--- config.mk ---
export PLATFORM = sky130hd
export DESIGN_NAME = perf_counters_flat
export DESIGN_NICKNAME = d
export VERILOG_FILES = /design/src/hdl/csr_pkg.sv /design/src/hdl/csr_wr_if.sv /design/src/hdl/perf_counters.sv /design/src/flat_wrapper.sv
export SDC_FILE = /design/constraint.sdc
export NUM_CORES = 1
export LEC_CHECK = 0
export ABC_CLOCK_PERIOD_IN_PS = 3500
export BUFFER_PORTS_ARGS = -buffer_cell sky130_fd_sc_hd__buf_4
export CAP_MARGIN = 25
export CORE_ASPECT_RATIO = 1.5
export CORE_MARGIN = 4
export CORE_UTILIZATION = 27
export DETAILED_ROUTE_END_ITERATION = 16
export GPL_TIMING_DRIVEN = 0
export PLACE_DENSITY = 0.45
export REMOVE_ABC_BUFFERS = 1
export SETUP_SLACK_MARGIN = 0.15
export SKIP_CTS_REPAIR_TIMING = 1
export SKIP_LAST_GASP = 1
export SLEW_MARGIN = 5
export SYNTH_ARGS = -nofsm -noshare
export SYNTH_HDL_FRONTEND = slang
export SYNTH_SLANG_ARGS = --single-unit
--- constraint.sdc ---
create_clock -name clk_i -period 3.5 [get_ports clk_i]
set_clock_uncertainty 0.05 [all_clocks]
set_input_delay 0.175 -clock clk_i [delete_from_list [all_inputs] [get_ports clk_i]]
set_output_delay 0.175 -clock clk_i [all_outputs]
set_load 0.005 [all_outputs]
--- src/hdl/csr_pkg.sv ---
// CSR package
// shared widths, operation and privilege encodings, CSR addresses,
// WARL write masks and trap cause codes for the machine-mode CSR file
package csr_pkg;

    // data path width
    localparam int XLEN = 64;

    // operation requested by the issue stage
    typedef enum logic [2:0] {
        CSR_NONE,
        CSR_READ,
        CSR_WRITE,
        CSR_SET,
        CSR_CLEAR,
        CSR_MRET
    } csr_op_e;

    // only user and machine mode exist
    typedef enum logic [1:0] {
        PRIV_U = 2'd0,
        PRIV_M = 2'd3
    } priv_lvl_e;

    // ------------------------------------------------------------------
    // implemented CSR addresses
    // ------------------------------------------------------------------
    typedef enum logic [11:0] {
        MSTATUS  = 12'h300,
        MIE      = 12'h304,
        MTVEC    = 12'h305,
        MSCRATCH = 12'h340,
        MEPC     = 12'h341,
        MCAUSE   = 12'h342,
        MTVAL    = 12'h343,
        MIP      = 12'h344,
        MCYCLE   = 12'hB00,
        MINSTRET = 12'hB02,
        CYCLE    = 12'hC00,
        INSTRET  = 12'hC02
    } csr_addr_e;

    // msie, mtie and meie are the only enables
    localparam logic [XLEN-1:0] MIE_MASK  = 64'h888;
    // msip and mtip are software writable, meip comes from the irq line
    localparam logic [XLEN-1:0] MIP_WMASK = 64'h088;

    // mstatus field positions
    localparam int MSTATUS_MIE_BIT  = 3;
    localparam int MSTATUS_MPIE_BIT = 7;
    localparam int MSTATUS_MPP_LSB  = 11;

    // interrupt bit indices in mie / mip
    localparam int IRQ_M_SW    = 3;
    localparam int IRQ_M_TIMER = 7;
    localparam int IRQ_M_EXT   = 11;

    // trap causes
    localparam logic [XLEN-1:0] CAUSE_ILLEGAL_INSTR = 64'd2;
    localparam logic [XLEN-1:0] INTERRUPT_FLAG      = 64'h8000_0000_0000_0000;

endpackage

--- src/hdl/csr_wr_if.sv ---
// CSR write interface
// carries the qualified write strobe, address, data and the mret strobe
// from access control to the register blocks
interface csr_wr_if;
    import csr_pkg::*;

    // one-cycle strobe, only for a legal write
    logic            we;
    logic [11:0]     addr;
    logic [XLEN-1:0] wdata;
    // return from trap
    logic            mret;

    modport source (output we, addr, wdata, mret);
    modport sink   (input  we, addr, wdata, mret);

endinterface

--- src/hdl/perf_counters.sv ---
// performance counters
// free running cycle counter and retired instruction counter, both
// loadable through mcycle and minstret
module perf_counters (
    input  logic                     clk_i,
    input  logic                     rst_ni,
    csr_wr_if.sink                   wr,
    input  logic                     commit_ack_i,
    output logic [csr_pkg::XLEN-1:0] cycle_o,
    output logic [csr_pkg::XLEN-1:0] instret_o
);
    import csr_pkg::*;

    always_ff @(posedge clk_i or negedge rst_ni) begin
        if (!rst_ni) begin
            cycle_o   <= '0;
            instret_o <= '0;
        end else begin
            // a write replaces the increment for that cycle
            if (wr.we && wr.addr == MCYCLE) begin
                cycle_o <= wr.wdata;
            end else begin
                cycle_o <= cycle_o + 1'b1;
            end
            if (wr.we && wr.addr == MINSTRET) begin
                instret_o <= wr.wdata;
            end else if (commit_ack_i) begin
                instret_o <= instret_o + 1'b1;
            end
        end
    end

endmodule

--- src/flat_wrapper.sv ---
// flat-port wrapper written by rule: the top's interface ports become plain ports
module perf_counters_flat import csr_pkg::*;
  (clk_i, rst_ni, commit_ack_i, cycle_o, instret_o, wr_we, wr_addr, wr_wdata, wr_mret);
  csr_wr_if wr_i ();
  input  logic clk_i;
  input  logic rst_ni;
  input  logic commit_ack_i;
  output logic [csr_pkg::XLEN-1:0] cycle_o;
  output logic [csr_pkg::XLEN-1:0] instret_o;
  input wire logic [$bits(wr_i.we)-1:0] wr_we;
  input wire logic [$bits(wr_i.addr)-1:0] wr_addr;
  input wire logic [$bits(wr_i.wdata)-1:0] wr_wdata;
  input wire logic [$bits(wr_i.mret)-1:0] wr_mret;
  assign wr_i.we = wr_we;
  assign wr_i.addr = wr_addr;
  assign wr_i.wdata = wr_wdata;
  assign wr_i.mret = wr_mret;
  perf_counters u_core (.clk_i(clk_i), .rst_ni(rst_ni), .wr(wr_i), .commit_ack_i(commit_ack_i), .cycle_o(cycle_o), .instret_o(instret_o));
endmodule
==> results.py, run 1 <==
metrics = {
    "floorplanning": {
        "die_area_um2": 31400,
        "num_rows": 75,
        "core_area_um2": 28100,
        "io_pins": 209,
        "initial_core_util": 0.275,
        "fp.dieH_um": 215,
        "die_w_um": 146,
    },
    "min_path": {
        "hold_path_startpoint": "wr_wdata[53]",
        "hp-class": "input pin to register",
    },
    "setup_path": {
        "cp_slowest_cell": "nor4b_1",
        "rr_worst_depth": 5,
        "endpoint_kind": "register",
        "regToRegSetupSlack_ns": 0.37,
        "worstSetupStartpoint": "u_core.instret_o[22]$_DFFE_PN0P_",
        "worstPathCellList": "and4_1 > nor4b_1 > nand4_1 > or4_1 > a31oi_1",
        "cp-endpoint": "u_core.instret_o[51]$_DFFE_PN0P_",
        "cp_data_required_time_ns": 3.81,
        "start_kind": "register",
        "slowest_delay_ns": 0.78,
        "crit_type": "register to register",
        "reg2reg_from": "u_core.instret_o[22]$_DFFE_PN0P_",
        "r2r-end": "u_core.instret_o[51]$_DFFE_PN0P_",
        "crit_fanout": 12,
        "crit_arrival_ns": 3.44,
    },
    "final_layout": {
        "diodes": 0,
        "syn2layout_area_growth_pct": 41.6,
        "fin_nets": 1257,
        "drive_gt1_frac": 0.224,
    },
    "global_route": {
        "grt_max_degree": 70,
        "grt_pass1_wl_um": 47200,
        "track_usage": 0.194,
        "overflow": 0,
        "antenna_found_initial": 0,
        "grt_pass1_vias": 7839,
    },
    "run_status": {
        "violations": "hold timing",
        "outcome": "finished with violations",
    },
    "sta": {
        "setup_viol": 0,
        "worst_pin_slew_ns": 0.939,
        "slew_violations": 0,
        "maxSlewHeadroom": 0.365,
        "fmax_ghz": 0.319,
        "rsz0062_at_grt": "no",
        "hold_violations": 4,
        "setup_tns_ns": 0,
        "holdWs_ns": -0.0164,
        "finalCriticalPeriod_ns": 3.13,
        "period_share": 0.895,
    },
    "drt": {
        "ant_nets": 0,
        "vias_per_cell": 5.22,
        "drtIter0Drc": 335,
        "route.detailed.drc": 0,
        "wl_per_cell_um": 20.3,
        "wirelength_um": 31100,
        "drt-pass1-iter-count": 7,
        "vias": 7991,
    },
    "synthesis": {
        "netlist_area_um2": 7720,
        "ys_seq_area_frac": 0.415,
        "yosys_warnings": 0,
        "syn_area_per_cell_um2": 8.37,
        "synth_seq_cells": 128,
        "ys_types": 44,
        "synthCells": 923,
    },
    "power_and_ir_drop": {
        "switchingPower_uw": 1080,
        "intPower_uw": 2960,
        "p_per_area_nw_per_um2": 369,
        "ir_drop_uv": 331,
        "seq_power_share": 0.422,
        "power_uw": 4030,
        "pwr-share-clk": 0.445,
        "pwr-share-comb": 0.133,
        "swShare": 0.267,
        "p_leak_uw": 0.00442,
    },
    "place": {
        "gp_congestion": 0.807,
        "dp_hpwl_um": 23400,
        "io_buffers": 207,
    },
    "clocking": {
        "clkLatencyLatePin_ns": 0.43,
        "htreeDepth": 4,
        "path_clk_slew_ns": 0.06,
        "cts_root_buf": "clkbuf_16",
        "clock_sinks": 128,
        "cts_tree": "yes",
        "cts.path.max_buffers": 2,
        "numCtsBuffers": 17,
    },
    "flow_run": {
        "cap_viol_max_count": 0,
    },
}
==> worst min path at each step <==
stage                     slack, ns                               to  cells past startpoint
after CTS                     -0.24     u_core.cycle_o[39]$_DFF_PN0_                      1
after global routing          0.002  u_core.instret_o[7]$_DFFE_PN0P_                      3
final                         -0.02     u_core.cycle_o[53]$_DFF_PN0_                      3
after global placement         0.34     u_core.cycle_o[24]$_DFF_PN0_                      3
after detailed placement       0.22     u_core.cycle_o[31]$_DFF_PN0_                      1
after floorplan               -0.17      u_core.cycle_o[0]$_DFF_PN0_                      0
==> per-layer routing <==
metal | share of wire | routed length, um | up-vias | track usage
met4 | 0.036 | 1120 | 0 | 0.0819
met5 | 0 | 0 | - | 0
met3 | 0.041 | 1280 | 54 | 0.0409
li1 | - | - | 3880 | -
met2 | 0.52 | 16200 | 188 | 0.348
met1 | 0.40 | 12500 | 3869 | 0.223
==> Yosys cell counts, drive strengths merged <==
library cell | count | area share
nor2 | 82 | 0.040
nand2b | 1 | 0.00081
nand3b | 5 | 0.0049
and4 | 18 | 0.020
inv | 16 | 0.0078
and2 | 12 | 0.0097
nand4 | 54 | 0.044
dfrtp | 128 | 0.41
mux2i | 2 | 0.0026
o31ai | 17 | 0.017
xnor2 | 56 | 0.064
or4 | 35 | 0.035
nor3b | 1 | 0.00097
a211o | 1 | 0.0011
nand3 | 58 | 0.039
ha | 2 | 0.0032
a21oi | 29 | 0.019
mux2 | 2 | 0.0029
buf | 4 | 0.0024
nand2 | 119 | 0.058
and3 | 16 | 0.013
a22oi | 1 | 0.00097
o311a | 1 | 0.0013
a31oi | 31 | 0.025
nor3 | 24 | 0.016
or2 | 2 | 0.0016
a21o | 1 | 0.00097
or3 | 15 | 0.012
o211ai | 3 | 0.0029
or4bb | 1 | 0.0015
nor4 | 31 | 0.029
xor2 | 30 | 0.034
nand4b | 2 | 0.0023
or4b | 2 | 0.0026
nor4b | 1 | 0.0011
clkbuf | 45 | 0.022
o21ai | 74 | 0.048
nor2b | 1 | 0.00081
==> flip-flops by register name, indices dropped and copies added, names as in the netlist <==
register	cells
u_core.cycle_o	64
u_core.instret_o	64
==> metrics by stage <==
stage	cells	utilization	instance area, um^2	setup slack [ns]	hold WS, ns
2_1_floorplan	874	-	7540	-0.271	-0.171
3_3_place_gp	1427	0.339	9520	-2.46	0.343
3_5_place_dp	1436	0.345	9690	0.138	0.221
4_1_cts	1466	0.366	10300	0.116	-0.244
5_1_grt	1531	0.390	10900	0.153	0.00210
6_report	1531	0.390	10900	0.367	-0.0164
==> critical path: cells and delay by family, from the launching register on <==
family          cells  cell delay [ns]
simple gates        4             2.40
compound gates      1             0.16
flops               1             0.44
==> cell usage in the layout, fill, tap and decap left out, drive strengths merged, types with 2 or more instances in the layout <==
cell / count
nand3: 58
ha: 2
nor2: 82
nand2: 119
nor4: 31
nand4b: 2
clkbuf: 23
or3: 15
and3: 16
dfrtp: 128
inv: 16
mux2: 2
o211ai: 3
o31ai: 17
or4b: 2
nand4: 54
buf: 218
a21oi: 29
bufinv: 2
nand3b: 5
o21ai: 74
clkinv: 5
and2: 12
nor3: 24
or4: 35
xnor2: 56
or2: 2
a31oi: 31
mux2i: 2
and4: 18
dlygate4sd3: 63
xor2: 30
==> area by class of cell <==
| cell class | instances | area, um^2 |
|---|---|---|
| fill | 2903 | 17100 |
| multi-input combinational | 730 | 4310 |
| sequential | 128 | 3200 |
| timing repair buffer | 281 | 2360 |
| clock buffer | 23 | 478 |
| tap | 346 | 433 |
| clock inverter | 7 | 85.1 |
| inverter | 16 | 60.1 |
==> power by group through the flow <==
stage,Combinational (uW),Sequential [uW],Clock [uW]
4_1_cts,489,1700,1830
5_1_grt,587,1720,1890
2_1_floorplan,167,1700,0
3_3_place_gp,479,1730,0
6_report,536,1700,1790
3_5_place_dp,488,1730,0
==> cells by family (layout without fill, tap and decap cells) <==
kind of cell	Yosys count	after routing	synth area share
simple gates	480	480	0.331
compound gates	158	158	0.116
flops	128	128	0.415
xor+xnor	86	86	0.0975
buf+inv	65	327	0.0321
mux	4	4	0.00551
fa+ha+maj	2	2	0.00324
Note: power is estimated with default switching activity, not from simulation.
==> run 2: changes to the inputs <==
--- a/config.mk
+++ b/config.mk
@@ -14,6 +14,7 @@
 export DETAILED_ROUTE_END_ITERATION = 16
 export GPL_TIMING_DRIVEN = 0
 export PLACE_DENSITY = 0.45
+export RECOVER_POWER = 25
 export REMOVE_ABC_BUFFERS = 1
 export SETUP_SLACK_MARGIN = 0.15
 export SKIP_CTS_REPAIR_TIMING = 1
==> results.py, run 2 (same netlist as run 1, synthesis figures left out) <==
metrics = {
    "drt": {
        "route.detailed.drc": 0,
        "vias": 8022,
        "drt-pass1-iter-count": 5,
        "wirelength_um": 31100,
        "wl_per_cell_um": 20.3,
        "vias_per_cell": 5.24,
        "drtIter0Drc": 344,
        "ant_nets": 0,
    },
    "clocking": {
        "numCtsBuffers": 17,
        "path_clk_slew_ns": 0.06,
        "clkLatencyLatePin_ns": 0.43,
        "cts_tree": "yes",
        "htreeDepth": 4,
        "cts.path.max_buffers": 2,
        "cts_root_buf": "clkbuf_16",
        "clock_sinks": 128,
    },
    "setup_path": {
        "r2r-end": "u_core.instret_o[51]$_DFFE_PN0P_",
        "endpoint_kind": "register",
        "crit_fanout": 12,
        "regToRegSetupSlack_ns": 0.32,
        "crit_arrival_ns": 3.49,
        "start_kind": "register",
        "worstSetupStartpoint": "u_core.instret_o[22]$_DFFE_PN0P_",
        "rr_worst_depth": 5,
        "cp_data_required_time_ns": 3.81,
        "crit_type": "register to register",
        "reg2reg_from": "u_core.instret_o[22]$_DFFE_PN0P_",
    },
    "floorplanning": {
        "die_area_um2": 31400,
        "core_area_um2": 28100,
        "fp.dieH_um": 215,
        "initial_core_util": 0.275,
        "die_w_um": 146,
        "io_pins": 209,
        "num_rows": 75,
    },
    "sta": {
        "rsz0062_at_grt": "no",
        "slew_violations": 69,
        "fmax_ghz": 0.315,
        "worst_pin_slew_ns": 2.01,
        "finalCriticalPeriod_ns": 3.18,
        "holdWs_ns": -0.0175,
        "maxSlewHeadroom": -0.339,
        "hold_violations": 3,
        "setup_tns_ns": 0,
        "setup_viol": 0,
        "period_share": 0.908,
        "fin_ws_ns": 0.320,
    },
    "final_layout": {
        "fill_cells": 2903,
        "instances_no_fill": 1531,
        "multi_input_area_um2": 4310,
        "diodes": 0,
        "drive_gt1_frac": 0.214,
        "fin_nets": 1257,
        "register_area_um2": 3200,
        "top_regs": "u_core.cycle_o (64), u_core.instret_o (64)",
        "syn2layout_area_growth_pct": 40.9,
        "layout_common_cells": "buf_4, dfrtp_1, nand2_1",
        "mostFrequentLayoutCell": "buf_4",
    },
    "power_and_ir_drop": {
        "ir_drop_uv": 329,
        "p_per_area_nw_per_um2": 369,
        "p_leak_uw": 0.00436,
        "power_uw": 4020,
    },
    "global_route": {
        "grt_pass1_wl_um": 47200,
        "grt_max_degree": 70,
        "overflow": 0,
        "grt_pass1_vias": 7839,
        "track_usage": 0.194,
        "antenna_found_initial": 0,
    },
    "place": {
        "dp.cells": 1436,
        "gp_congestion": 0.807,
        "dp_hpwl_um": 23400,
        "io_buffers": 207,
        "place_ws_ns": 0.138,
    },
    "min_path": {
        "hold_end": "u_core.cycle_o[53]$_DFF_PN0_",
        "whs_path_depth": 3,
        "hold_path_startpoint": "wr_wdata[53]",
        "hp-class": "input pin to register",
    },
    "flow_run": {
        "cap_viol_max_count": 1,
    },
    "run_status": {
        "outcome": "finished with violations",
        "violations": "hold timing, capacitance limit, slew limit",
    },
}
## run 2: changes by cell type in the layout (fill, tap and decap cells not counted)
cell / before / now
clkbuf_4: 0 / 17
buf_6: 2 / 1
clkbuf_1: 3 / 14
buf_4: 210 / 182
clkbuf_2: 0 / 1
## run 2: worst max path at each step
stage	end	slack (ns)	cells past startpoint
finish	u_core.instret_o[51]$_DFFE_PN0P_	0.32	5
global route	u_core.instret_o[51]$_DFFE_PN0P_	0.15	5
CTS	u_core.instret_o[51]$_DFFE_PN0P_	0.12	5
detailed placement	u_core.instret_o[51]$_DFFE_PN0P_	0.14	5
global placement	u_core.cycle_o[15]$_DFF_PN0_	-2.46	5
floorplan	u_core.cycle_o[11]$_DFF_PN0_	-0.27	4
## run 2: final cells by class
| type | instances | share of cell area |
|---|---|---|
| Clock inverter | 7 | 0.00782 |
| Sequential cell | 128 | 0.294 |
| Tap cell | 346 | 0.0398 |
| Timing Repair Buffer | 281 | 0.212 |
| Clock buffer | 23 | 0.0439 |
| Multi-Input combinational cell | 730 | 0.396 |
| Inverter | 16 | 0.00552 |
## run 2: stage by stage
stage               cell area (um^2)  utilization  hold WS (ns)
floorplan                       7540            -        -0.171
global placement                9520        0.339         0.343
detailed placement              9690        0.345         0.221
CTS                            10300        0.366        -0.244
global route                   10900        0.388       0.00210
finish                         10900        0.388       -0.0175
## run 2: worst max-delay path: stages, from the launching register on
cell and delay, ns:
dfrtp_1 0.44, and4_1 0.28, nor4b_1 0.79, nand4_1 0.71
or4_1 0.67, a31oi_1 0.16
## run 2: per-layer routing
| metal | track usage | vias to the layer above | part of all wire |
|---|---|---|---|
| li1 | - | 3883 | - |
| met1 | 0.223 | 3898 | 0.40 |
| met2 | 0.348 | 192 | 0.52 |
| met3 | 0.0409 | 49 | 0.043 |
| met4 | 0.0819 | 0 | 0.034 |
| met5 | 0 | - | 0 |
## run 2: power breakdown
part	internal (uW)	switching (uW)
Sequential	1560	138
Clock	1090	698
Combinational	297	234
